<file path="src/design/ntm_scalar_pkg.sv">
// Scalar arithmetic peripheral shared definitions
// Operand widths, memory and APB address types, the ALU opcode
// and the host-visible register map
package ntm_scalar_pkg;

  //////////////////////////////
  // Widths
  localparam int DATA_WIDTH     = 32;
  localparam int MEM_DEPTH      = 16;
  localparam int MEM_ADDR_WIDTH = $clog2(MEM_DEPTH);
  localparam int APB_ADDR_WIDTH = 8;

  //////////////////////////////
  // Types
  typedef logic [DATA_WIDTH-1:0]     data_t;
  // One extra bit for the adder carry
  typedef logic [DATA_WIDTH:0]       wide_t;
  typedef logic [MEM_ADDR_WIDTH-1:0] mem_addr_t;
  typedef logic [APB_ADDR_WIDTH-1:0] apb_addr_t;

  typedef enum logic {OP_ADD = 1'b0, OP_SUB = 1'b1} ntm_op_t;

  //////////////////////////////
  // Register map, byte offsets
  localparam apb_addr_t REG_CTRL        = 8'h00;
  localparam apb_addr_t REG_STATUS      = 8'h04;
  localparam apb_addr_t REG_MODULUS     = 8'h08;
  localparam apb_addr_t REG_OPADDR      = 8'h0C;
  localparam apb_addr_t MEM_WINDOW_BASE = 8'h40;

  // Field positions
  localparam int CTRL_START_BIT  = 0;
  localparam int CTRL_OP_BIT     = 1;
  localparam int STATUS_BUSY_BIT = 0;
  localparam int STATUS_DONE_BIT = 1;

endpackage

</file>
<file path="src/design/ntm_mem_if.sv">
// Operand memory request channel
// One requester talks to the arbitrated memory; req and its fields
// stay stable until gnt, read data follows one cycle after gnt
interface ntm_mem_if
  import ntm_scalar_pkg::*;
();

  // Request side
  logic      req;
  logic      we;
  mem_addr_t addr;
  data_t     wdata;

  // Response side
  logic      gnt;
  data_t     rdata;

  // APB slave or sequencer
  modport requester (
    output req, we, addr, wdata,
    input  gnt, rdata
  );

  // Arbiter and storage
  modport memory (
    input  req, we, addr, wdata,
    output gnt, rdata
  );

endinterface

</file>
<file path="src/design/ntm_apb_slave.sv">
// APB slave of the scalar arithmetic peripheral
// Holds CTRL, STATUS, MODULUS and OPADDR with zero wait states
// and maps the 16 operand words at the window base; window
// accesses wait on the memory arbiter through PREADY
module ntm_apb_slave
  import ntm_scalar_pkg::*;
(
  input  logic      CLK,
  input  logic      RST,
  input  logic      PSEL,
  input  logic      PENABLE,
  input  logic      PWRITE,
  input  apb_addr_t PADDR,
  input  data_t     PWDATA,
  output data_t     PRDATA,
  output logic      PREADY,
  output logic      start,
  output ntm_op_t   op,
  output data_t     modulus,
  output mem_addr_t a_idx,
  output mem_addr_t b_idx,
  output mem_addr_t r_idx,
  input  logic      busy,
  input  logic      done,
  ntm_mem_if.requester mem
);

  logic  access;
  logic  win_hit;
  logic  reg_wr;
  logic  start_wr;
  logic  rd_wait;
  logic  done_q;
  data_t reg_rdata;

  // Access phase and window decode
  assign access   = PSEL && PENABLE;
  assign win_hit  = PADDR[7:6] == MEM_WINDOW_BASE[7:6];
  assign reg_wr   = access && PWRITE && !win_hit;
  // Write-one START
  assign start_wr = reg_wr && (PADDR == REG_CTRL) && PWDATA[CTRL_START_BIT];

  //////////////////////////////
  // Control registers
  always_ff @(posedge CLK or posedge RST) begin
    if (RST) begin
      start   <= 1'b0;
      op      <= OP_ADD;
      modulus <= '0;
      a_idx   <= '0;
      b_idx   <= '0;
      r_idx   <= '0;
      done_q  <= 1'b0;
    end else begin
      // One-cycle pulse toward the sequencer
      start <= start_wr;
      if (reg_wr) begin
        case (PADDR)
          REG_CTRL:    op      <= ntm_op_t'(PWDATA[CTRL_OP_BIT]);
          REG_MODULUS: modulus <= PWDATA;
          REG_OPADDR: begin
            a_idx <= PWDATA[3:0];
            b_idx <= PWDATA[7:4];
            r_idx <= PWDATA[11:8];
          end
          default: ;
        endcase
      end
      // Sticky DONE, cleared by a new START
      if (start_wr) begin
        done_q <= 1'b0;
      end else if (done) begin
        done_q <= 1'b1;
      end
    end
  end

  // Register readback
  always_comb begin
    reg_rdata = '0;
    case (PADDR)
      REG_CTRL:    reg_rdata[CTRL_OP_BIT] = op;
      REG_STATUS: begin
        reg_rdata[STATUS_BUSY_BIT] = busy;
        reg_rdata[STATUS_DONE_BIT] = done_q;
      end
      REG_MODULUS: reg_rdata = modulus;
      REG_OPADDR:  reg_rdata[11:0] = {r_idx, b_idx, a_idx};
      default: ;
    endcase
  end

  //////////////////////////////
  // Memory window path
  // Request drops once a read is granted and data is pending
  assign mem.req   = access && win_hit && !rd_wait;
  assign mem.we    = PWRITE;
  assign mem.addr  = PADDR[MEM_ADDR_WIDTH+1:2];
  assign mem.wdata = PWDATA;

  // Read data arrives the cycle after the grant
  always_ff @(posedge CLK or posedge RST) begin
    if (RST) begin
      rd_wait <= 1'b0;
    end else begin
      rd_wait <= mem.req && mem.gnt && !PWRITE;
    end
  end

  // Writes finish on the grant, reads one cycle later
  assign PREADY = win_hit ? (PWRITE ? mem.gnt : rd_wait) : 1'b1;
  assign PRDATA = win_hit ? mem.rdata : reg_rdata;

endmodule

</file>
<file path="src/flat_wrapper.sv">
// flat-port wrapper written by rule: the top's interface ports become plain ports
module ntm_apb_slave_flat import ntm_scalar_pkg::*;
  (CLK, RST, PSEL, PENABLE, PWRITE, PADDR, PWDATA, PRDATA, PREADY, start, op, modulus, a_idx, b_idx, r_idx, busy, done, mem_req, mem_we, mem_addr, mem_wdata, mem_gnt, mem_rdata);
  ntm_mem_if mem_i ();
  input  logic CLK;
  input  logic RST;
  input  logic PSEL;
  input  logic PENABLE;
  input  logic PWRITE;
  input  apb_addr_t PADDR;
  input  data_t PWDATA;
  output data_t PRDATA;
  output logic PREADY;
  output logic start;
  output ntm_op_t op;
  output data_t modulus;
  output mem_addr_t a_idx;
  output mem_addr_t b_idx;
  output mem_addr_t r_idx;
  input  logic busy;
  input  logic done;
  output wire logic [$bits(mem_i.req)-1:0] mem_req;
  output wire logic [$bits(mem_i.we)-1:0] mem_we;
  output wire logic [$bits(mem_i.addr)-1:0] mem_addr;
  output wire logic [$bits(mem_i.wdata)-1:0] mem_wdata;
  input wire logic [$bits(mem_i.gnt)-1:0] mem_gnt;
  input wire logic [$bits(mem_i.rdata)-1:0] mem_rdata;
  assign mem_req = mem_i.req;
  assign mem_we = mem_i.we;
  assign mem_addr = mem_i.addr;
  assign mem_wdata = mem_i.wdata;
  assign mem_i.gnt = mem_gnt;
  assign mem_i.rdata = mem_rdata;
  ntm_apb_slave u_core (.CLK(CLK), .RST(RST), .PSEL(PSEL), .PENABLE(PENABLE), .PWRITE(PWRITE), .PADDR(PADDR), .PWDATA(PWDATA), .PRDATA(PRDATA), .PREADY(PREADY), .start(start), .op(op), .modulus(modulus), .a_idx(a_idx), .b_idx(b_idx), .r_idx(r_idx), .busy(busy), .done(done), .mem(mem_i));
endmodule
</file>
<file path="config.mk">
export PLATFORM = sky130hd
export DESIGN_NAME = ntm_apb_slave_flat
export DESIGN_NICKNAME = d
export VERILOG_FILES = /design/src/design/ntm_scalar_pkg.sv /design/src/design/ntm_mem_if.sv /design/src/design/ntm_apb_slave.sv /design/src/flat_wrapper.sv
export SDC_FILE = /design/constraint.sdc
export NUM_CORES = 1
export LEC_CHECK = 0
export ABC_AREA = 0
export BUFFER_PORTS_ARGS = -buffer_cell sky130_fd_sc_hd__buf_2
export CAP_MARGIN = 20
export CORE_MARGIN = 4
export CORE_UTILIZATION = 41
export CTS_CLUSTER_SIZE = 10
export DETAILED_ROUTE_END_ITERATION = 10
export PLACE_DENSITY = 0.8
export SLEW_MARGIN = 20
export SYNTH_ARGS = -nofsm -noshare
export SYNTH_HDL_FRONTEND = slang
export SYNTH_SLANG_ARGS = --single-unit
</file>
<file path="constraint.sdc">
create_clock -name CLK -period 1.6 [get_ports CLK]
set_input_delay 0.08 -clock CLK [delete_from_list [all_inputs] [get_ports CLK]]
set_output_delay 0.08 -clock CLK [all_outputs]
set_load 0.005 [all_outputs]
</file>
==> flow_metrics.tcl, run 1 <==
set metrics [dict create \
    port_buffers 196 \
    path_max_fanout 2 \
    syn_nets 299 \
    hold_end "u_core.modulus[20]" \
    path_clk_slew_ns 0.08 \
    cap_violations 0 \
    finClkSkew_ns 0 \
    met2WireLength_um 4170 \
    met3WireLength_um 616 \
    hold_viol 0 \
    crit_arrival_ns 1.51 \
    synth.distinct_cells 27 \
    clk_latency_ns 0.29 \
    p_leak_nw 2.31 \
    fin_area_sq_um 3750 \
    internal-power_w 0.00179 \
    reg2regPathDepth 3 \
    r2r-end "u_core.a_idx[1]" \
    gp_congestion 0.811 \
    finalSetupViolCount 0 \
    diodes 0 \
    drc 0 \
    multi_input_area_sq_um 1200 \
    syn_area_sq_um 2760 \
    drt_iter0_drc 33 \
    synth_warnings 0 \
    crit_path_start_kind "flop" \
    period_share 0.992 \
    globalRouteOverflowTotal 0 \
    routedWlPerCell_um 16.8 \
    clock_power_share 0.309 \
    syn2layout_area_growth_pct 36.0 \
    nNetsFinal 468 \
    dpl.hpwl_um 6180 \
    initial_utilization 0.427 \
    max_freq_mhz 630 \
    combPwrFrac 0.164 \
    n_fill_cell 560 \
    dr.pass1.iters 4 \
    cts-htree-levels 2 \
    maxSlewViolCount 0 \
    numCtsBuffers 5 \
    r2r-start "u_core.a_idx[1]" \
    min_period_ns 1.59 \
    die_w_um 90.1 \
    setup_tns_ns 0 \
    antenna_found_initial 0 \
    dieArea_sq_um 8110 \
    worst_pin_slew_ns 0.532 \
    cts_root_buffer "clkbuf_8" \
    grt_pass1_wl_um 12500 \
    syn_area_per_cell_sq_um 12.6 \
    core_area_sq_um 6460 \
    required_ns 1.52 \
    final_cells 466 \
    finalWirelength_um 7840 \
    clockBufferDepth 2 \
    placed_area_sq_um 3610 \
    peakVddDrop_v 0.000316 \
    ant_nets 0 \
    io_pins 197 \
    grt_usage 0.186 \
    grt_max_degree 35 \
    p_per_area_nw_per_um2 629 \
    routed.top_layer "met4" \
    dp.cells 451 \
    cts_tree "built" \
    ys_seq_area_frac 0.435 \
    critPathCaptureType "output port" \
    syn_inst 219 \
    vias 2348 \
    final_common_cell "buf_2" \
    relSlewSlack 0.645 \
    layout-drive-gt1-share 0.686 \
    criticalPathCategory "reg -> out" \
    pwr-share-seq 0.527 \
    p_sw_frac 0.242 \
    grt_pass1_vias 2533 \
    viasPerCell 5.04 \
    wirelength_met1_um 3000 \
    clock-sinks 48 \
    ys_ff_latch 48 \
    status "completed" \
    final_cell_mix "196 x buf_2, 48 x dfrtp_1, 30 x mux2_4" \
    min-delay-start "PWDATA[20]" \
    setup_slack_ns 0.0130 \
    grt_setup_unrepaired "true" \
    seq_area_sq_um 1200 \
    cts_resized 0 \
    row_count 29 \
    holdCritPathClass "in -> reg" \
    die_h_um 90.1 \
    r2r_slack_ns 0.58 \
    hold_depth 2 \
    dpl_worst_slack_ns 0.0383 \
    power_switching_w 0.000571 \
]
-- state kept, by name, summed over array words and instances (netlist names) --
| register | cells |
|---|---|
| u_core.start | 1 |
| u_core.a_idx | 4 |
| u_core.b_idx | 4 |
| u_core.modulus | 32 |
| u_core.op | 1 |
| u_core.done_q | 1 |
| u_core.rd_wait | 1 |
| u_core.r_idx | 4 |
-- critical path, cell delays in order, from the launching register on --
cell and delay, ns:
dfrtp_1 0.40, mux4_2 0.47, a32o_1 0.23, buf_2 0.13
-- through the flow --
| stage | total power (W) | hold WS, ns | utilization |
|---|---|---|---|
| final | 0.00236 | 0.0303 | 0.581 |
| after global routing | 0.00249 | 0.0207 | 0.581 |
| after CTS | 0.00240 | 0.0191 | 0.579 |
| after detailed placement | 0.00165 | 0.155 | 0.558 |
| after global placement | 0.00164 | 0.142 | 0.558 |
| after floorplan | 0.00146 | 0.209 | - |
-- worst max-delay path by stage --
| stage | to | startpoint |
|---|---|---|
| after floorplan | u_core.a_idx[0] | PADDR[5] |
| after global placement | u_core.r_idx[3] | PADDR[5] |
| after detailed placement | u_core.b_idx[2] | PADDR[5] |
| after CTS | PRDATA[1] | u_core.a_idx[1] |
| after global routing | PRDATA[1] | u_core.a_idx[1] |
| final | PRDATA[1] | u_core.a_idx[1] |
-- cell type report --
cell class / count / share of cell area
multi-input cells: 120 / 0.319
clock buffers: 8 / 0.0240
well taps: 77 / 0.0257
flip-flops and latches: 48 / 0.320
inverters: 2 / 0.00200
repair buffers: 211 / 0.309
-- cell usage after synthesis --
library cell	n	area share
a22o_1	20	0.063
a22oi_1	1	0.0027
a32o_1	1	0.0036
and3_1	2	0.0045
and3b_1	1	0.0032
and4_4	1	0.0041
and4b_1	1	0.0036
buf_1	1	0.0014
buf_2	3	0.0054
buf_4	37	0.10
buf_6	4	0.016
clkbuf_1	4	0.0054
dfrtp_1	48	0.44
inv_1	2	0.0027
mux2_2	16	0.065
mux2_4	30	0.16
mux2i_1	11	0.040
mux4_2	1	0.0082
nand2_1	14	0.019
nand4_1	1	0.0023
nand4_4	1	0.0077
nor2_1	3	0.0041
nor2b_1	2	0.0045
nor3b_1	1	0.0027
nor4_4	1	0.0077
o21ai_0	11	0.020
o22a_1	1	0.0032
-- power groups by stage --
stage	registers (W)	logic (W)	clock network, W
after floorplan	0.00127	0.000195	0
after global placement	0.00127	0.000374	0
after detailed placement	0.00127	0.000385	0
after CTS	0.00124	0.000391	0.000764
after global routing	0.00125	0.000425	0.000817
final	0.00124	0.000387	0.000730
-- layer usage --
layer | track usage | up-vias
li1 | - | 1088
met1 | 0.205 | 1142
met2 | 0.351 | 110
met3 | 0.0534 | 8
met4 | 0.0434 | 0
met5 | 0 | -
-- kinds of logic (layout without fill, tap and decap cells) --
| group | after synthesis | after routing | share of synthesized area |
|---|---|---|---|
| flip-flops | 48 | 48 | 0.435 |
| multiplexers | 58 | 58 | 0.277 |
| AND/OR/NAND/NOR | 28 | 28 | 0.0635 |
| buffers and inverters | 51 | 221 | 0.132 |
| AO/OA/AOI/OAI | 34 | 34 | 0.0929 |
-- timing repair --
item                                    4_1_cts  5_1_grt
pin swaps                                     1        1
endpoints found under the setup margin        1        2
hold buffers                                  2        0
endpoints found under the hold margin        24        0
buffers inserted                              3        2
No activity file was read; power rests on OpenSTA's default activity.
==> inputs of run 2 (changes only) <==
--- a/config.mk
+++ b/config.mk
@@ -8,11 +8,13 @@
 export ABC_AREA = 0
 export BUFFER_PORTS_ARGS = -buffer_cell sky130_fd_sc_hd__buf_2
 export CAP_MARGIN = 20
+export CORE_ASPECT_RATIO = 2
 export CORE_MARGIN = 4
-export CORE_UTILIZATION = 41
+export CORE_UTILIZATION = 42
+export CTS_BUF_LIST = sky130_fd_sc_hd__clkbuf_2
 export CTS_CLUSTER_SIZE = 10
 export DETAILED_ROUTE_END_ITERATION = 10
-export PLACE_DENSITY = 0.8
+export PLACE_DENSITY = 0.82
 export SLEW_MARGIN = 20
 export SYNTH_ARGS = -nofsm -noshare
 export SYNTH_HDL_FRONTEND = slang
==> flow_metrics.tcl, run 2 (synthesized netlist as in run 1, its figures left out) <==
set metrics [dict create \
    combPwrFrac 0.195 \
    clock_power_share 0.276 \
    clockBufferDepth 2 \
    cap_violations 0 \
    crit_path_start_kind "flop" \
    layout-drive-gt1-share 0.638 \
    regMostFlops "u_core.modulus" \
    hold_viol 0 \
    criticalPathCategory "reg -> out" \
    dr.pass1.iters 4 \
    hold_depth 4 \
    drc 0 \
    drt_iter0_drc 98 \
    clock-sinks 48 \
    final_common_cell "buf_2" \
    path_max_fanout 2 \
    reg2regPathDepth 3 \
    final_cell_mix "196 x buf_2, 48 x dfrtp_1, 37 x dlygate4sd3_1" \
    placed_area_sq_um 3580 \
    cts_tree "built" \
    antenna_found_initial 1 \
    finalWirelength_um 9110 \
    path_depth 3 \
    internal-power_w 0.00175 \
    dpl.hpwl_um 6190 \
    critical-path-top-delay-family "multiplexers" \
    peakVddDrop_v 0.000808 \
    grt_pass1_wl_um 13400 \
    violations "setup timing" \
    path_clk_slew_ns 0.21 \
    port_buffers 196 \
    required_ns 1.52 \
    initial_utilization 0.434 \
    viasPerCell 4.95 \
    dieArea_sq_um 8010 \
    numCtsBuffers 5 \
    r2r_slack_ns 0.13 \
    seq_area_sq_um 1200 \
    crit_arrival_ns 1.67 \
    vias 2536 \
    fin_area_sq_um 4090 \
    gp_congestion 0.866 \
    grt_setup_unrepaired "true" \
    critical_path_buf_inv_count 1 \
    cp_slowest_stage_delay_ns 0.47 \
    core_area_sq_um 6360 \
    cts-htree-levels 2 \
    status "complete, but fails checks" \
    maxSlewViolCount 0 \
    row_count 41 \
    p_sw_frac 0.257 \
    p_per_area_nw_per_um2 577 \
    syn2layout_area_growth_pct 48.1 \
    nNetsFinal 504 \
    critPathCaptureType "output port" \
    die_h_um 123 \
    grt_pass1_vias 2766 \
    p_leak_nw 2.45 \
    finClkSkew_ns 0 \
    relSlewSlack 0.706 \
    slowest_stage "mux4_2" \
    n_fill_cell 531 \
    cp_cell_sequence "mux4_2 -> a32o_1 -> buf_2" \
    setup_slack_ns -0.150 \
    pwr-share-seq 0.529 \
    grt_max_degree 33 \
    period_share 1.09 \
    max_freq_mhz 571 \
    grt_usage 0.219 \
    dpl_worst_slack_ns 0.116 \
    routedWlPerCell_um 17.8 \
    finalSetupViolCount 1 \
    ant_nets 0 \
    largest_reg_flops 32 \
    holdCritPathClass "in -> reg" \
    die_w_um 65.3 \
    multi_input_area_sq_um 1210 \
    fin_hold_ws_ns 0.0930 \
    io_pins 197 \
    clk_latency_ns 0.40 \
    min_period_ns 1.75 \
    globalRouteOverflowTotal 0 \
    cts_root_buffer "clkbuf_2" \
    worst_pin_slew_ns 0.439 \
    power_switching_w 0.000606 \
]
==> run 2: changes by cell type in the layout (fill, tap and decap cells not counted), moves of 2 or more <==
cell,before,now
buf_12,5,3
buf_4,8,11
clkbuf_1,2,0
clkbuf_2,0,5
clkbuf_8,6,0
dlygate4sd3_1,2,37
==> run 2: worst paths after layout <==
kind,from,endpoint
worst min-delay path,PADDR[3],u_core.start
max in group asynchronous,RST,u_core.start
worst max register to register,u_core.rd_wait,u_core.rd_wait
min in group asynchronous,RST,u_core.modulus[18]
worst max-delay path,u_core.a_idx[1],PRDATA[1]
worst min register to register,u_core.r_idx[1],u_core.r_idx[1]
==> run 2: final cells by class <==
cell class / count / area share
Multi-Input combinational cell: 120 / 0.295
Inverter: 2 / 0.00184
Tap cell: 86 / 0.0263
Sequential cell: 48 / 0.294
Clock inverter: 3 / 0.0104
Antenna cell: 1 / 0.000612
Clock buffer: 5 / 0.00612
Timing Repair Buffer: 247 / 0.366
==> run 2: layer usage <==
layer / part of all wire / track usage
met3: 0.061 / 0.0449
met1: 0.32 / 0.197
met4: 0.034 / 0.104
met2: 0.58 / 0.439
met5: 0 / 0
==> run 2: worst min-delay path: cells and delay by family <==
kind                   cells  cell delay [ns]
buffers and inverters      1             0.16
AND/OR/NAND/NOR            3             0.25
==> run 2: what timing repair did <==
| item | CTS | global route |
|---|---|---|
| endpoints found under the hold margin | 96 | 0 |
| endpoints found under the setup margin | 2 | 2 |
| cloned | 0 | 0 |
| hold buffers | 37 | 0 |
| gates resized for setup | 0 | 3 |
| pin swaps | 1 | 0 |
| buffers inserted | 5 | 2 |
==> run 2: power groups by stage <==
stage	clock network (W)	registers [W]	logic, W
after floorplan	0	0.00127	0.000195
after global placement	0	0.00127	0.000367
after detailed placement	0	0.00127	0.000379
after CTS	0.000675	0.00125	0.000448
after global routing	0.000725	0.00125	0.000496
final	0.000650	0.00125	0.000460
==> run 2: stage by stage <==
stage               utilization  TNS [ns]  cells  total power, W
floorplan                     -         0    219         0.00146
global placement          0.564         0    459         0.00163
detailed placement        0.564         0    459         0.00165
CTS                       0.638    -0.191    509         0.00237
global route              0.642    -0.242    512         0.00247
finish                    0.642    -0.150    512         0.00236
==> inputs of run 3 (changes only) <==
--- a/config.mk
+++ b/config.mk
@@ -8,13 +8,15 @@
 export ABC_AREA = 0
 export BUFFER_PORTS_ARGS = -buffer_cell sky130_fd_sc_hd__buf_2
 export CAP_MARGIN = 20
+export CELL_PAD_IN_SITES_DETAIL_PLACEMENT = 0
+export CELL_PAD_IN_SITES_GLOBAL_PLACEMENT = 1
 export CORE_ASPECT_RATIO = 2
 export CORE_MARGIN = 4
-export CORE_UTILIZATION = 42
+export CORE_UTILIZATION = 31
 export CTS_BUF_LIST = sky130_fd_sc_hd__clkbuf_2
 export CTS_CLUSTER_SIZE = 10
 export DETAILED_ROUTE_END_ITERATION = 10
-export PLACE_DENSITY = 0.82
+export PLACE_DENSITY_LB_ADDON = 0.1
 export SLEW_MARGIN = 20
 export SYNTH_ARGS = -nofsm -noshare
 export SYNTH_HDL_FRONTEND = slang
==> flow_metrics.tcl, run 3 (synthesized netlist as in run 1, its figures left out) <==
set metrics [dict create \
    critical-path-top-delay-family "multiplexers" \
    path_clk_slew_ns 0.24 \
    placed_area_sq_um 3650 \
    seq_area_sq_um 1200 \
    met2WireLength_um 5000 \
    dr.pass1.iters 6 \
    finalSetupViolCount 1 \
    p_sw_frac 0.256 \
    setup_slack_ns -0.171 \
    crit_arrival_ns 1.69 \
    violations "setup timing" \
    grt_pass1_vias 2631 \
    drc 0 \
    clock-sinks 48 \
    r2r-start "u_core.rd_wait" \
    largest_reg_flops 32 \
    dieArea_sq_um 10600 \
    combPwrFrac 0.192 \
    grt_setup_unrepaired "true" \
    antenna_found_initial 1 \
    period_share 1.11 \
    criticalPathCategory "reg -> out" \
    regMostFlops "u_core.modulus" \
    status "complete, but fails checks" \
    cts_root_buffer "clkbuf_2" \
    finalWirelength_um 8640 \
    dpl_worst_slack_ns 0.108 \
    met3WireLength_um 647 \
    gp_congestion 0.725 \
    multi_input_area_sq_um 1210 \
    crit_path_start_kind "flop" \
    max_freq_mhz 565 \
    cap_violations 0 \
    grt_pass1_wl_um 13200 \
    peakVddDrop_v 0.000355 \
    viasPerCell 4.70 \
    n_fill_cell 823 \
    dpl.hpwl_um 6690 \
    syn2layout_area_growth_pct 49.2 \
    fin_area_sq_um 4120 \
    die_w_um 74.7 \
    routed.top_layer "met4" \
    vias 2462 \
    core_area_sq_um 8650 \
    maxSlewViolCount 0 \
    cp-startpoint "u_core.a_idx[1]" \
    power_switching_w 0.000604 \
    grt_usage 0.163 \
    row_count 48 \
    cp_slowest_stage_delay_ns 0.46 \
    min_period_ns 1.77 \
    nNetsFinal 502 \
    clk_latency_ns 0.43 \
    worst_pin_slew_ns 0.590 \
    clock_power_share 0.279 \
    grt_max_degree 24 \
    r2r-end "u_core.rd_wait" \
    initial_utilization 0.319 \
    endpoint "PRDATA[1]" \
    final_common_cell "buf_2" \
    reg2regPathDepth 3 \
    wirelength_met1_um 2830 \
    pwr-share-seq 0.528 \
    cts_tree "built" \
    required_ns 1.52 \
    cts-htree-levels 2 \
    relSlewSlack 0.605 \
    io_pins 197 \
    hold_viol 0 \
    path_max_fanout 2 \
    internal-power_w 0.00176 \
    cp_cell_sequence "mux4_2 -> a32o_1 -> buf_2" \
    finClkSkew_ns 0 \
    routedWlPerCell_um 16.5 \
    slowest_stage "mux4_2" \
    critical_path_buf_inv_count 1 \
    r2r_slack_ns 0.17 \
    clockBufferDepth 2 \
    port_buffers 196 \
    p_per_area_nw_per_um2 573 \
    numCtsBuffers 5 \
    ant_nets 0 \
    layout-drive-gt1-share 0.638 \
    holdCritPathClass "in -> reg" \
    final_cell_mix "196 x buf_2, 48 x dfrtp_1, 37 x dlygate4sd3_1" \
    path_depth 3 \
    globalRouteOverflowTotal 0 \
    die_h_um 141 \
    drt_iter0_drc 52 \
    p_leak_nw 2.45 \
    critPathCaptureType "output port" \
]
run 3: cell count changes in the layout (fill, tap and decap cells not counted), sizes merged:
cell | before | now
buf | 210 | 208
run 3: power groups by stage:
stage	logic [W]	registers, W	clock network [W]
final	0.000454	0.00125	0.000659
after CTS	0.000463	0.00125	0.000706
after floorplan	0.000195	0.00127	0
after global placement	0.000389	0.00127	0
after global routing	0.000503	0.00125	0.000734
after detailed placement	0.000392	0.00127	0
run 3: timing repair:
item,in CTS,in global routing
hold buffers,37,0
pin swaps,1,0
setup buffers,2,0
setup endpoints to repair,2,2
resized for setup,3,1
endpoints found under the hold margin,96,0
run 3: final cells by class:
cell class	count	area share
well taps	100	0.0304
repair buffers	245	0.365
clock buffers	5	0.00608
clock inverters	3	0.0103
diodes	1	0.000608
inverters	2	0.00182
multi-input cells	120	0.294
flip-flops and latches	48	0.292
run 3: worst min path at each step:
stage | depth (start not counted) | slack (ns) | from | endpoint
3_3_place_gp | 2 | 0.05 | RST | u_core.modulus[19]
4_1_cts | 4 | 0.02 | PADDR[3] | u_core.start
2_1_floorplan | 2 | 0.21 | PWDATA[0] | u_core.start
6_report | 4 | 0.07 | PADDR[3] | u_core.start
3_5_place_dp | 2 | 0.05 | RST | u_core.modulus[19]
5_1_grt | 4 | 0.08 | PADDR[0] | u_core.start
run 3: metal layers:
layer	vias up	track usage
met5	-	0
met4	0	0.0563
met3	11	0.0319
met2	115	0.313
met1	1182	0.166
li1	1154	-
run 3: per-stage QoR:
step | total power [W] | setup TNS [ns] | util | cells | hold slack (ns)
floorplan | 0.00146 | 0 | - | 219 | 0.209
CTS | 0.00242 | -0.238 | 0.475 | 523 | 0.0204
global route | 0.00249 | -0.344 | 0.476 | 524 | 0.0792
global placement | 0.00166 | 0 | 0.422 | 476 | 0.0486
detailed placement | 0.00166 | 0 | 0.422 | 476 | 0.0497
finish | 0.00236 | -0.171 | 0.476 | 524 | 0.0670
run 3: worst register-to-register path, delay by kind of cell (launching register included):
family / cells / cell delay, ns
DFF: 1 / 0.43
buffers and inverters: 1 / 0.55
and+or+nand+nor: 2 / 0.41
