## config.mk

```make
export PLATFORM = sky130hd
export DESIGN_NAME = ntm_adder_sequencer_flat
export DESIGN_NICKNAME = d
export VERILOG_FILES = /design/src/design/ntm_scalar_pkg.sv /design/src/design/ntm_mem_if.sv /design/src/design/ntm_scalar_modular_adder.sv /design/src/design/ntm_adder_sequencer.sv /design/src/flat_wrapper.sv
export SDC_FILE = /design/constraint.sdc
export NUM_CORES = 1
export LEC_CHECK = 0
export BUFFER_PORTS_ARGS = -buffer_cell sky130_fd_sc_hd__buf_2
export CELL_PAD_IN_SITES_DETAIL_PLACEMENT = 1
export CELL_PAD_IN_SITES_GLOBAL_PLACEMENT = 1
export CORE_MARGIN = 2
export CORE_UTILIZATION = 52
export DETAILED_ROUTE_END_ITERATION = 6
export PLACE_DENSITY = 0.86
export SYNTH_ARGS = -nofsm -noshare
export SYNTH_HDL_FRONTEND = slang
export SYNTH_SLANG_ARGS = --single-unit
```

## constraint.sdc

```tcl
create_clock -name CLK -period 8.65 [get_ports CLK]
set_clock_uncertainty 0.1 [all_clocks]
set_input_delay 1.2975 -clock CLK [delete_from_list [all_inputs] [get_ports CLK]]
set_output_delay 1.2975 -clock CLK [all_outputs]
set_load 0.02 [all_outputs]
```

## src/design/ntm_scalar_pkg.sv

```systemverilog
// Scalar arithmetic peripheral shared definitions
// Operand widths, memory and APB address types, the ALU opcode
// and the host-visible register map
package ntm_scalar_pkg;

  //////////////////////////////
  // Widths
  localparam int DATA_WIDTH     = 32;
  localparam int MEM_DEPTH      = 16;
  localparam int MEM_ADDR_WIDTH = $clog2(MEM_DEPTH);
  localparam int APB_ADDR_WIDTH = 8;

  //////////////////////////////
  // Types
  typedef logic [DATA_WIDTH-1:0]     data_t;
  // One extra bit for the adder carry
  typedef logic [DATA_WIDTH:0]       wide_t;
  typedef logic [MEM_ADDR_WIDTH-1:0] mem_addr_t;
  typedef logic [APB_ADDR_WIDTH-1:0] apb_addr_t;

  typedef enum logic {OP_ADD = 1'b0, OP_SUB = 1'b1} ntm_op_t;

  //////////////////////////////
  // Register map, byte offsets
  localparam apb_addr_t REG_CTRL        = 8'h00;
  localparam apb_addr_t REG_STATUS      = 8'h04;
  localparam apb_addr_t REG_MODULUS     = 8'h08;
  localparam apb_addr_t REG_OPADDR      = 8'h0C;
  localparam apb_addr_t MEM_WINDOW_BASE = 8'h40;

  // Field positions
  localparam int CTRL_START_BIT  = 0;
  localparam int CTRL_OP_BIT     = 1;
  localparam int STATUS_BUSY_BIT = 0;
  localparam int STATUS_DONE_BIT = 1;

endpackage

```

## src/design/ntm_mem_if.sv

```systemverilog
// Operand memory request channel
// One requester talks to the arbitrated memory; req and its fields
// stay stable until gnt, read data follows one cycle after gnt
interface ntm_mem_if
  import ntm_scalar_pkg::*;
();

  // Request side
  logic      req;
  logic      we;
  mem_addr_t addr;
  data_t     wdata;

  // Response side
  logic      gnt;
  data_t     rdata;

  // APB slave or sequencer
  modport requester (
    output req, we, addr, wdata,
    input  gnt, rdata
  );

  // Arbiter and storage
  modport memory (
    input  req, we, addr, wdata,
    output gnt, rdata
  );

endinterface

```

## src/design/ntm_scalar_modular_adder.sv

```systemverilog
// Modular integer adder with START/READY handshake
// Computes (a + b) mod m or (a - b) mod m with a non-negative result,
// reducing by one subtraction of m per cycle; m == 0 gives plain
// 32-bit wrap-around
module ntm_scalar_modular_adder
  import ntm_scalar_pkg::*;
(
  input  logic    CLK,
  input  logic    RST,
  input  logic    start,
  input  ntm_op_t op,
  input  data_t   a,
  input  data_t   b,
  input  data_t   modulus,
  output logic    ready,
  output data_t   result
);

  typedef enum logic {IDLE, REDUCE} add_state_t;

  add_state_t state;
  wide_t      acc;
  data_t      mod_q;
  logic       neg;
  logic       reduce_more;
  data_t      wrapped;
  data_t      reduced;

  // Keep subtracting while acc >= m
  assign reduce_more = (mod_q != '0) && (acc >= {1'b0, mod_q});

  // m == 0, two's-complement result
  assign wrapped = neg ? ('0 - acc[DATA_WIDTH-1:0]) : acc[DATA_WIDTH-1:0];
  // Negative difference folds back as m - |a - b|
  assign reduced = (neg && (acc != '0)) ? (mod_q - acc[DATA_WIDTH-1:0])
                                        : acc[DATA_WIDTH-1:0];

  //////////////////////////////
  // FSM
  always_ff @(posedge CLK or posedge RST) begin
    if (RST) begin
      state <= IDLE;
      ready <= 1'b0;
    end else begin
      ready <= 1'b0;
      case (state)
        IDLE: begin
          if (start) begin
            state <= REDUCE;
          end
        end
        REDUCE: begin
          if (!reduce_more) begin
            ready <= 1'b1;
            state <= IDLE;
          end
        end
        default: state <= IDLE;
      endcase
    end
  end

  // Datapath
  always_ff @(posedge CLK) begin
    if (state == IDLE && start) begin
      mod_q <= modulus;
      if (op == OP_ADD) begin
        acc <= {1'b0, a} + {1'b0, b};
        neg <= 1'b0;
      end else if (a >= b) begin
        acc <= {1'b0, a} - {1'b0, b};
        neg <= 1'b0;
      end else begin
        // Remember the sign, keep magnitude
        acc <= {1'b0, b} - {1'b0, a};
        neg <= 1'b1;
      end
    end else if (state == REDUCE) begin
      if (reduce_more) begin
        acc <= acc - {1'b0, mod_q};
      end else begin
        result <= (mod_q == '0) ? wrapped : reduced;
      end
    end
  end

endmodule

```

## src/design/ntm_adder_sequencer.sv

```systemverilog
// Compute sequencer for the modular adder
// Reads operands A and B from the operand memory, runs the adder and
// writes the result back; busy while running, done pulses at the end
module ntm_adder_sequencer
  import ntm_scalar_pkg::*;
(
  input  logic      CLK,
  input  logic      RST,
  input  logic      start,
  input  ntm_op_t   op,
  input  data_t     modulus,
  input  mem_addr_t a_idx,
  input  mem_addr_t b_idx,
  input  mem_addr_t r_idx,
  output logic      busy,
  output logic      done,
  ntm_mem_if.requester mem
);

  typedef enum logic [2:0] {IDLE, READ_A, READ_B, COMPUTE, WRITE_R} seq_state_t;

  seq_state_t state;
  ntm_op_t    op_q;
  data_t      mod_q;
  mem_addr_t  a_q;
  mem_addr_t  b_q;
  mem_addr_t  r_q;
  data_t      opnd_a;
  data_t      opnd_b;
  data_t      res_q;
  logic       rd_pend;
  logic       add_start;
  logic       add_ready;
  data_t      add_result;

  assign busy = (state != IDLE);

  //////////////////////////////
  // FSM
  always_ff @(posedge CLK or posedge RST) begin
    if (RST) begin
      state     <= IDLE;
      rd_pend   <= 1'b0;
      add_start <= 1'b0;
      done      <= 1'b0;
    end else begin
      // Read data lands next cycle
      rd_pend   <= mem.req && mem.gnt && !mem.we;
      add_start <= 1'b0;
      done      <= 1'b0;
      case (state)
        // Start while busy never reaches here
        IDLE:    if (start) state <= READ_A;
        READ_A:  if (mem.gnt) state <= READ_B;
        READ_B:  if (mem.gnt) state <= COMPUTE;
        COMPUTE: begin
          // Launch once B is captured
          if (rd_pend) add_start <= 1'b1;
          if (add_ready) state <= WRITE_R;
        end
        WRITE_R: begin
          if (mem.gnt) begin
            state <= IDLE;
            done  <= 1'b1;
          end
        end
        default: state <= IDLE;
      endcase
    end
  end

  // Job parameters and operands
  always_ff @(posedge CLK) begin
    if (state == IDLE && start) begin
      op_q  <= op;
      mod_q <= modulus;
      a_q   <= a_idx;
      b_q   <= b_idx;
      r_q   <= r_idx;
    end
    if (rd_pend && state == READ_B) opnd_a <= mem.rdata;
    if (rd_pend && state == COMPUTE) opnd_b <= mem.rdata;
    if (add_ready) res_q <= add_result;
  end

  // Memory requests per state
  always_comb begin
    mem.req   = 1'b0;
    mem.we    = 1'b0;
    mem.addr  = a_q;
    mem.wdata = res_q;
    case (state)
      READ_A:  mem.req = 1'b1;
      READ_B: begin
        mem.req  = 1'b1;
        mem.addr = b_q;
      end
      WRITE_R: begin
        mem.req  = 1'b1;
        mem.we   = 1'b1;
        mem.addr = r_q;
      end
      default: ;
    endcase
  end

  ntm_scalar_modular_adder adder_inst (
    .CLK     (CLK),
    .RST     (RST),
    .start   (add_start),
    .op      (op_q),
    .a       (opnd_a),
    .b       (opnd_b),
    .modulus (mod_q),
    .ready   (add_ready),
    .result  (add_result)
  );

endmodule

```

## src/flat_wrapper.sv

```systemverilog
// flat-port wrapper written by rule: the top's interface ports become plain ports
module ntm_adder_sequencer_flat import ntm_scalar_pkg::*;
  (CLK, RST, start, op, modulus, a_idx, b_idx, r_idx, busy, done, mem_req, mem_we, mem_addr, mem_wdata, mem_gnt, mem_rdata);
  ntm_mem_if mem_i ();
  input  logic CLK;
  input  logic RST;
  input  logic start;
  input  ntm_op_t op;
  input  data_t modulus;
  input  mem_addr_t a_idx;
  input  mem_addr_t b_idx;
  input  mem_addr_t r_idx;
  output logic busy;
  output logic done;
  output wire logic [$bits(mem_i.req)-1:0] mem_req;
  output wire logic [$bits(mem_i.we)-1:0] mem_we;
  output wire logic [$bits(mem_i.addr)-1:0] mem_addr;
  output wire logic [$bits(mem_i.wdata)-1:0] mem_wdata;
  input wire logic [$bits(mem_i.gnt)-1:0] mem_gnt;
  input wire logic [$bits(mem_i.rdata)-1:0] mem_rdata;
  assign mem_req = mem_i.req;
  assign mem_we = mem_i.we;
  assign mem_addr = mem_i.addr;
  assign mem_wdata = mem_i.wdata;
  assign mem_i.gnt = mem_gnt;
  assign mem_i.rdata = mem_rdata;
  ntm_adder_sequencer u_core (.CLK(CLK), .RST(RST), .start(start), .op(op), .modulus(modulus), .a_idx(a_idx), .b_idx(b_idx), .r_idx(r_idx), .busy(busy), .done(done), .mem(mem_i));
endmodule
```

==> impl_metrics.env, run 1 <==
export IMPL_status="complete, no violations"
export IMPL_p_comb_frac=0.530
export IMPL_tightest_slew_ns=1.064
export IMPL_ir_worst_vdd_v=0.0002444
export IMPL_wl_per_cell_um=23.56
export IMPL_drc=0
export IMPL_drive_above_1_share=0.1035
export IMPL_power_density_nw_per_um2=345.6
export IMPL_p_leak_uw=0.008169
export IMPL_drv_cap=0
export IMPL_rsz0062_at_grt="no"
export IMPL_numPortBuffers=120
export IMPL_p_seq_frac=0.298
export IMPL_hp_class="reg2reg"
export IMPL_hold_viol=0
export IMPL_clockBufferDepth=3
export IMPL_syn_area_um2=18020
export IMPL_cts_sinks=247
export IMPL_core_um2=34370
export IMPL_worstPathMaxFanout=21
export IMPL_cp_arrival_ns=4.75
export IMPL_nNetsFinal=2254
export IMPL_antenna_found_initial=0
export IMPL_viasPerCell=6.362
export IMPL_die_y_um=190.2
export IMPL_synth_edff_count=239
export IMPL_cts_made_buffers=28
export IMPL_clk_latency_ns=0.59
export IMPL_cts_resized=0
export IMPL_grt_pass1_wl_mm=90.53
export IMPL_worst_setup_path_start_kind="register"
export IMPL_dpl_hpwl_mm=44.84
export IMPL_clockRootBuffer="clkbuf_16"
export IMPL_boundaryPins=121
export IMPL_crit_type="reg2reg"
export IMPL_fp_row_count=68
export IMPL_routed_wl_mm=58.52
export IMPL_grt_use_total=0.3205
export IMPL_synth_main_ff_cell="edfxtp_1"
export IMPL_net_switching_power_uw=3131
export IMPL_period_share=0.5260
export IMPL_ant_nets=0
export IMPL_gr_total_overflow=0
export IMPL_final_common_cell="edfxtp_1"
export IMPL_initial_utilization=0.5244
export IMPL_swShare=0.4570
export IMPL_netlist_cell_type_count=85
export IMPL_setup_tns_ns=0
export IMPL_fp_dieArea_um2=36170
export IMPL_layout_common_cells="edfxtp_1 (239), a21oi_1 (224), inv_1 (182)"
export IMPL_worst_setup_path_end_kind="register"
export IMPL_drt_iter0_markers=1386
export IMPL_cts_tree="done"
export IMPL_area_delta_synth_final_pct=9.982
export IMPL_avgSynthCellArea_um2=9.286
export IMPL_clk_pin_slew_worst_paths_ns=0.07
export IMPL_cts_setup_buffers=0
export IMPL_p_int_uw=3720
export IMPL_antennaDiodeCount=0
export IMPL_final_max_slew_viol_count=0
export IMPL_synth_seq_area_share=0.4093
export IMPL_fmax_mhz=219.8
export IMPL_required_ns=8.85
export IMPL_slew_headroom=0.2724
export IMPL_crit_chain="ha_1 > a21oi_1 > o31ai_1 > a311oi_1 > o211ai_1 > o221ai_1 > buf_4 > nand2_1 > and3_1 > o311ai_0 > a21o_1 > a31oi_1"
export IMPL_slowest_stage="a311oi_1"
export IMPL_synthArstFlopShare=0.03239
export IMPL_vias=15800
export IMPL_synth_warnings=0
export IMPL_grt_pass1_vias=16180
export IMPL_gp_congestion=0.9822
export IMPL_hold_buffers=0
export IMPL_dr_pass1_iters=5
export IMPL_grt_start_max_net_pins=57
export IMPL_post_route_min_period_ns=4.550
export IMPL_ctsHtreeMaxLevel=1
export IMPL_placed_area_um2=18920
export IMPL_ys_seq_elements=247
export IMPL_syn_num_nets=2187
export IMPL_finalInstanceArea_um2=19820
export IMPL_fp_dieW_um=190.2
export IMPL_pwr_share_clk=0.172
export IMPL_syn_inst=1941
export IMPL_setup_viol=0
export IMPL_cpPeakStageDelay_ns=0.54
## per-stage QoR
step	worst slack (ns)	power (µW)	util	instances	hold slack, ns
final	4.100	6851	0.5767	2484	0.3064
after global routing	3.797	7258	0.5767	2484	0.3014
after CTS	4.176	6786	0.5767	2484	0.3050
after detailed placement	4.197	5557	0.5505	2433	0.3052
after global placement	4.324	5418	0.5505	2433	0.3008
after floorplan	4.161	4493	-	1941	0.3003
## routing by layer
metal	vias up	GRT usage	share of wire
met1	7790	0.4292	0.43
met3	145	0.04021	0.064
met5	-	0	0
met4	0	0.1133	0.040
li1	7246	-	-
met2	623	0.5357	0.47
## critical path: cells and delay by family, from the launching register on
family	cells	cell delay, ns
flops	1	0.42
buf+inv	1	0.21
compound gates	8	2.10
fa+ha+maj	1	0.49
simple gates	2	0.95
## final cells by class
type / instances / area, µm²
Fill cell: 3953 / 14550
Multi-Input combinational cell: 1411 / 9564
Clock inverter: 19 / 186.4
Timing Repair Buffer: 136 / 720.7
Inverter: 184 / 690.7
Sequential cell: 247 / 7377
Tap cell: 455 / 569.3
Clock buffer: 32 / 715.7
## power by group through the flow
stage                     Clock [µW]  Combinational, µW  Sequential (µW)
after global placement             0               3390             2030
final                           1180               3630             2040
after CTS                       1210               3550             2030
after floorplan                    0               2540             1950
after detailed placement           0               3510             2050
after global routing            1240               3960             2060
## state kept, by name, summed over array words and instances, names as in the netlist, 32 cells and up
register and count:
u_core.adder_inst.acc 33, u_core.adder_inst.mod_q 32, u_core.adder_inst.result 32, u_core.mem.wdata 32
u_core.mod_q 32, u_core.opnd_a 32, u_core.opnd_b 32
## synth_stat cells (5+ instances only)
master	instances	area share
and2_1	9	0.0031
nand3_1	36	0.010
o311a_1	5	0.0028
xor2_1	23	0.011
clkbuf_1	68	0.014
a21o_1	64	0.027
edfxtp_1	239	0.40
a211oi_1	17	0.0071
buf_2	23	0.0064
inv_1	183	0.038
xnor2_1	43	0.021
nand2_1	132	0.027
mux2i_1	9	0.0050
ha_1	160	0.11
or2_2	7	0.0024
o21ai_0	95	0.026
o22a_1	9	0.0044
o21ai_1	5	0.0014
a31oi_1	35	0.012
nor4_1	18	0.0062
dfrtp_1	8	0.011
a221o_1	5	0.0028
nand2b_1	19	0.0066
fa_1	5	0.0056
nor2b_1	17	0.0059
a211o_1	7	0.0034
o211ai_1	25	0.010
o22ai_1	19	0.0066
nor3_1	44	0.012
nor2_1	142	0.030
o21bai_1	33	0.014
and3_1	13	0.0045
a221oi_1	5	0.0024
o21a_1	17	0.0071
o31ai_1	17	0.0071
a21oi_1	224	0.062
o221ai_1	5	0.0024
or4_1	8	0.0033
nand4_1	27	0.0094
or3_1	24	0.0083
o31a_1	6	0.0029
buf_1	5	0.0010
## path summary, 6_finish.rpt
path / start / endpoint / slack, ns / cells after the start
max: u_core.opnd_b[24] / u_core.adder_inst.acc[5] / 4.10 / 12
min: u_core.mod_q[15] / u_core.adder_inst.mod_q[15] / 0.31 / 0
max reg2reg: u_core.opnd_b[24] / u_core.adder_inst.acc[5] / 4.10 / 12
min reg2reg: u_core.mod_q[15] / u_core.adder_inst.mod_q[15] / 0.31 / 0
max in group asynchronous: RST / u_core.state[1] / 7.63 / 2
min in group asynchronous: RST / u_core.done / 0.56 / 2
## logic make-up after synthesis
group / Yosys count / synth area share
AOI/OAI and AO/OA: 656 / 0.2364
xor gates and xnor gates: 66 / 0.03207
adders and majority gates: 165 / 0.1166
buffers and inverters: 283 / 0.06136
DFF: 247 / 0.4093
muxes: 13 / 0.007497
and+or+nand+nor: 511 / 0.1367
(Power assumes the default switching activity.)
==> inputs of run 2 (changes only) <==
CORE_UTILIZATION = 44   (was 52)
PLACE_DENSITY = 0.77   (was 0.86)
clock period = 3.8 ns   (was 8.65 ns; I/O delays follow)
==> run 2 against run 1 <==
Compared with the run above:
- clock power increased by 120%
- die area increased by 18%
- via count increased by 3.3%
- highest routed layer unchanged
- global-route usage decreased by 2.8 points
==> impl_metrics.env, run 2 (synthesis results as in run 1) <==
export IMPL_grt_use_total=0.2921
export IMPL_fmax_mhz=269.7
export IMPL_worst_setup_path_start_kind="register"
export IMPL_grt_pass1_wl_mm=96.45
export IMPL_slowest_stage="ha_1"
export IMPL_clk_latency_ns=0.57
export IMPL_dpl_cell_count=2710
export IMPL_numPortBuffers=120
export IMPL_fp_row_count=74
export IMPL_grt_start_max_net_pins=53
export IMPL_drv_cap=0
export IMPL_ant_nets=0
export IMPL_antenna_found_initial=0
export IMPL_cpPeakStageDelay_ns=0.45
export IMPL_cts_tree="done"
export IMPL_routed_wl_mm=62.50
export IMPL_hp_class="in2reg"
export IMPL_drt_iter0_markers=1081
export IMPL_die_y_um=206.4
export IMPL_drc=0
export IMPL_cts_made_buffers=27
export IMPL_initial_utilization=0.4435
export IMPL_period_share=0.9759
export IMPL_power_density_nw_per_um2=773.0
export IMPL_p_leak_uw=0.009214
export IMPL_gp_congestion=0.9603
export IMPL_p_comb_frac=0.579
export IMPL_core_um2=40650
export IMPL_rr_worst_depth=14
export IMPL_post_route_min_period_ns=3.708
export IMPL_ir_worst_vdd_v=0.0005661
export IMPL_p_int_uw=9409
export IMPL_crit_type="reg2reg"
export IMPL_hold_viol=0
export IMPL_grt_pass1_vias=16870
export IMPL_largest_reg_flops=33
export IMPL_required_ns=3.98
export IMPL_pwr_share_clk=0.154
export IMPL_setup_tns_ns=0
export IMPL_area_delta_synth_final_pct=20.58
export IMPL_worst_setup_path_end_kind="register"
export IMPL_clk_pin_slew_worst_paths_ns=0.07
export IMPL_path_common_cell="buf_4"
export IMPL_regMostFlops="u_core.adder_inst.acc"
export IMPL_cts_sinks=247
export IMPL_fillers=4652
export IMPL_ctsHtreeMaxLevel=1
export IMPL_viasPerCell=5.905
export IMPL_antennaDiodeCount=0
export IMPL_dpl_hpwl_mm=49.94
export IMPL_layout_common_cells="edfxtp_1 (239), a21oi_1 (220), buf_4 (218)"
export IMPL_crit_chain="ha_1 > buf_4 > and2_1 > nand4_1 > nor2_2 > a31o_2 > nor2_4 > buf_4 > buf_4 > buf_4 > or3_1 > a31oi_1 > xnor2_1 > mux2i_1"
export IMPL_wl_per_cell_um=22.60
export IMPL_rsz0062_at_grt="yes"
export IMPL_clockRootBuffer="clkbuf_16"
export IMPL_fp_dieW_um=206.4
export IMPL_setup_viol=0
export IMPL_nNetsFinal=2464
export IMPL_boundaryPins=121
export IMPL_dr_pass1_iters=5
export IMPL_swShare=0.4400
export IMPL_final_cells=2765
export IMPL_fp_dieArea_um2=42600
export IMPL_slew_headroom=0.3945
export IMPL_net_switching_power_uw=7392
export IMPL_whs_path_depth=1
export IMPL_vias=16330
export IMPL_final_max_slew_viol_count=0
export IMPL_final_common_cell="edfxtp_1"
export IMPL_worstPathMaxFanout=6
export IMPL_drive_above_1_share=0.2038
export IMPL_p_seq_frac=0.267
export IMPL_cp_arrival_ns=3.89
export IMPL_clockBufferDepth=3
export IMPL_gr_total_overflow=0
export IMPL_tightest_slew_ns=0.8999
export IMPL_status="complete, no violations"
-- run 2: area by class of cell --
type | instances | area, µm² | area share
Tap cell | 532 | 665.6 | 0.03063
Clock inverter | 9 | 103.9 | 0.004778
Multi-Input combinational cell | 1412 | 9763 | 0.4492
Timing Repair Buffer | 346 | 2379 | 0.1094
Inverter | 184 | 690.7 | 0.03178
Sequential cell | 247 | 7377 | 0.3394
Clock buffer | 35 | 755.7 | 0.03477
-- run 2: worst max-delay path, delay by kind of cell (launching register included) --
family / cells / cell delay, ns
simple gates: 5 / 1.11
flops: 1 / 0.43
compound gates: 2 / 0.53
mux: 1 / 0.09
fa+ha+maj: 1 / 0.45
buf+inv: 4 / 0.57
xor+xnor: 1 / 0.16
-- run 2: through the flow --
stage | worst slack (ns) | cell area [µm²] | hold slack, ns | power [µW] | utilization
global placement | -0.04635 | 20610 | 0.3001 | 13570 | 0.5071
detailed placement | -0.1152 | 20610 | 0.3052 | 13900 | 0.5071
finish | 0.09151 | 21730 | 0.07300 | 16800 | 0.5347
global route | -0.03840 | 21730 | 0.05241 | 17890 | 0.5347
floorplan | 0.1239 | 18040 | 0.2857 | 10240 | -
CTS | 0.006151 | 21530 | 0.04558 | 16620 | 0.5297
-- run 2: layer usage --
layer	vias to the layer above	wire, µm	track usage	part of all wire
met5	-	0	0	0
met4	0	1954	0.09413	0.031
met3	95	2955	0.02744	0.047
met2	452	29780	0.4938	0.48
met1	8097	27800	0.3930	0.44
li1	7682	-	-	-
-- run 2: path summary, 6_finish.rpt --
| kind | startpoint | to | slack [ns] |
|---|---|---|---|
| worst max-delay path | u_core.opnd_b[11] | u_core.adder_inst.acc[14] | 0.09 |
| worst min-delay path | b_idx[0] | u_core.b_q[0] | 0.07 |
| worst max register to register | u_core.opnd_b[11] | u_core.adder_inst.acc[14] | 0.09 |
| worst min register to register | u_core.mod_q[6] | u_core.adder_inst.mod_q[6] | 0.31 |
| max in group asynchronous | RST | u_core.add_start | 2.93 |
| min in group asynchronous | RST | u_core.rd_pend | 0.42 |
-- run 2: power groups by stage --
stage | combinational, µW | sequential (µW) | clock, µW
final | 9730 | 4490 | 2580
after global routing | 10600 | 4550 | 2750
after CTS | 9490 | 4480 | 2650
after detailed placement | 9380 | 4520 | 0
after global placement | 9090 | 4480 | 0
after floorplan | 5810 | 4430 | 0
-- run 2: what timing repair did --
| item | in CTS | in global routing |
|---|---|---|
| gates resized for setup | 7 | 42 |
| gates cloned | 1 | 0 |
| buffers inserted | 2 | 7 |
| setup endpoints to repair | 43 | 72 |
| hold buffers | 1 | 0 |
| endpoints found under the hold margin | 8 | 0 |
| pin swaps | 1 | 12 |
==> inputs of run 3 (changes only) <==
CORE_UTILIZATION = 48   (was 44)
PLACE_DENSITY = 0.8   (was 0.77)
SYNTH_HIERARCHICAL = 1   (was not set)
clock period = 4.2 ns   (was 3.8 ns; I/O delays follow)
==> run 3 against run 2 <==
Compared with the run above:
- global-route usage is 1.3 points higher
- first-iteration DRC count is 19% higher
- sequential share of layout area is 1.5 points higher
- register-to-register slack better by 0.05 ns
- utilization is 1.7 points higher
- largest power group unchanged
- highest routed layer unchanged
==> impl_metrics.env, run 3 <==
export IMPL_pwr_share_clk=0.148
export IMPL_grt_pass1_vias=16370
export IMPL_avgSynthCellArea_um2=9.297
export IMPL_synth_edff_count=239
export IMPL_antennaDiodeCount=0
export IMPL_cpPeakStageDelay_ns=0.57
export IMPL_fmax_mhz=246.6
export IMPL_netlist_top_cells_count="edfxtp_1 (239), a21oi_1 (206), inv_1 (184)"
export IMPL_hold_viol=0
export IMPL_syn_inst=1971
export IMPL_tightest_slew_ns=0.9636
export IMPL_crit_chain="ha_1 > nand4_1 > nor3_1 > nand4_1 > o21ai_1 > or2_2 > nor2_1 > buf_4 > or3_1 > a31oi_1 > xnor2_1 > a21oi_1"
export IMPL_ir_worst_vdd_v=0.0003599
export IMPL_setup_tns_ns=0
export IMPL_grt_use_total=0.3055
export IMPL_clockBufferDepth=3
export IMPL_layout_common_cells="edfxtp_1 (239), a21oi_1 (205), inv_1 (183)"
export IMPL_rr_worst_depth=12
export IMPL_yosysMostFrequentCell="edfxtp_1"
export IMPL_nNetsFinal=2367
export IMPL_dpl_hpwl_mm=47.83
export IMPL_die_y_um=199.4
export IMPL_post_route_min_period_ns=4.055
export IMPL_whs_path_depth=1
export IMPL_initial_utilization=0.4865
export IMPL_ant_nets=0
export IMPL_p_int_uw=8226
export IMPL_synth_top_area_cell="edfxtp_1"
export IMPL_postLayoutCoreUtil=0.5522
export IMPL_status="complete, no violations"
export IMPL_slew_headroom=0.3576
export IMPL_ctsHtreeMaxLevel=1
export IMPL_synth_top_area_share=0.3916
export IMPL_whs_ns=0.1387
export IMPL_drv_cap=0
export IMPL_synthTopCellsByArea="edfxtp_1 (39%), ha_1 (11%), a21oi_1 (5.6%)"
export IMPL_worstPathMaxFanout=10
export IMPL_power_density_nw_per_um2=730.7
export IMPL_gp_congestion=0.9608
export IMPL_crit_type="reg2reg"
export IMPL_net_switching_power_uw=6970
export IMPL_vias=16220
export IMPL_antenna_found_initial=0
export IMPL_synth_seq_area_share=0.4026
export IMPL_netlist_cell_type_count=86
export IMPL_setup_worst_path_end="u_core/adder_inst/acc[7]"
export IMPL_r2r_slack_ns=0.14
export IMPL_area_delta_synth_final_pct=13.49
export IMPL_setup_viol=0
export IMPL_routed_wl_mm=60.91
export IMPL_numPortBuffers=120
export IMPL_clk_pin_slew_worst_paths_ns=0.06
export IMPL_drt_iter0_markers=1285
export IMPL_regToRegEndpoint="u_core/adder_inst/acc[7]"
export IMPL_boundaryPins=121
export IMPL_slowest_stage="nor3_1"
export IMPL_clockRootBuffer="clkbuf_16"
export IMPL_fp_dieW_um=199.4
export IMPL_worst_setup_path_start_kind="register"
export IMPL_final_common_cell="edfxtp_1"
export IMPL_ys_seq_elements=247
export IMPL_fp_row_count=71
export IMPL_largest_reg_flops=33
export IMPL_final_max_slew_viol_count=0
export IMPL_swShare=0.4587
export IMPL_synth_main_ff_cell="edfxtp_1"
export IMPL_cts_tree="done"
export IMPL_worst_setup_path_end_kind="register"
export IMPL_synthArstFlopShare=0.03239
export IMPL_rsz0062_at_grt="no"
export IMPL_clk_latency_ns=0.57
export IMPL_syn_num_nets=2217
export IMPL_cp_arrival_ns=4.23
export IMPL_period_share=0.9656
export IMPL_wl_per_cell_um=22.97
export IMPL_drive_above_1_share=0.1411
export IMPL_drc=0
export IMPL_fp_dieArea_um2=39760
export IMPL_core_um2=37670
export IMPL_gr_total_overflow=0
export IMPL_syn_area_um2=18330
export IMPL_r2r_start="u_core/opnd_b[18]"
export IMPL_p_seq_frac=0.288
export IMPL_grt_pass1_wl_mm=93.83
export IMPL_p_leak_uw=0.008706
export IMPL_crit_start="u_core/opnd_b[18]"
export IMPL_viasPerCell=6.115
export IMPL_dr_pass1_iters=5
export IMPL_hp_class="in2reg"
export IMPL_cts_sinks=247
export IMPL_regMostFlops="u_core/adder_inst/acc"
export IMPL_p_comb_frac=0.563
export IMPL_synth_warnings=6
export IMPL_required_ns=4.37
export IMPL_cts_made_buffers=27
export IMPL_grt_start_max_net_pins=46
export IMPL_path_common_cell="nand4_1"
[run 3: layout make-up]
class / count / area, µm²
clock buffer: 37 / 743.2
clock inverter: 12 / 92.59
fill: 4433 / 16870
inverter: 184 / 690.7
multi-input combinational: 1445 / 9902
sequential: 247 / 7377
tap: 511 / 639.4
timing repair buffer: 216 / 1353
[run 3: what timing repair did]
action,CTS,global route
hold endpoints to repair,8,0
hold buffers,1,0
setup buffers,0,2
setup endpoints to repair,0,38
resized for setup,0,10
[run 3: power by group through the flow]
stage	Combinational [µW]	Sequential [µW]	Clock (µW)
finish	8560	4380	2250
global route	9310	4450	2380
CTS	8380	4360	2310
detailed placement	8290	4410	0
global placement	8010	4350	0
floorplan	5620	4220	0
[run 3: worst min path at each step]
stage	from	endpoint	slack [ns]
global route	b_idx[3]	u_core/b_q[3]	0.13
global placement	u_core/adder_inst/result[14]	u_core/mem.wdata[14]	0.30
finish	r_idx[0]	u_core/r_q[0]	0.14
floorplan	RST	u_core/adder_inst/ready	0.27
detailed placement	u_core/mod_q[28]	u_core/adder_inst/mod_q[28]	0.31
CTS	r_idx[1]	u_core/r_q[1]	0.11
[run 3: logic make-up after synthesis]
kind of cell / synth area share
simple gates: 0.1454
xor+xnor: 0.03537
buf+inv: 0.06063
compound gates: 0.2319
mux: 0.009490
fa+ha+maj: 0.1147
flops: 0.4026
[run 3: worst max-delay path: cells and delay by family (launching register included)]
kind	cells	cell delay (ns)
DFF	1	0.42
and+or+nand+nor	6	1.68
AOI/OAI and AO/OA	3	0.65
adders and majority gates	1	0.51
xor gates and xnor gates	1	0.22
buffers and inverters	1	0.19
[run 3: routing by layer]
metal / up-vias / share of wire / GRT usage
met3: 91 / 0.045 / 0.02852
met5: - / 0 / 0
met2: 496 / 0.48 / 0.5221
met1: 8106 / 0.44 / 0.4094
met4: 0 / 0.033 / 0.09602
li1: 7523 / - / -
[run 3: through the flow]
| stage | instances | setup slack, ns | instance area (µm²) | power [µW] |
|---|---|---|---|---|
| after CTS | 2650 | 0.08132 | 20750 | 15050 |
| after global routing | 2652 | 0.003068 | 20800 | 16150 |
| after floorplan | 1971 | 0.1619 | 18350 | 9842 |
| after global placement | 2600 | 0.2512 | 19900 | 12370 |
| final | 2652 | 0.1446 | 20800 | 15200 |
| after detailed placement | 2600 | 0.1144 | 19900 | 12690 |
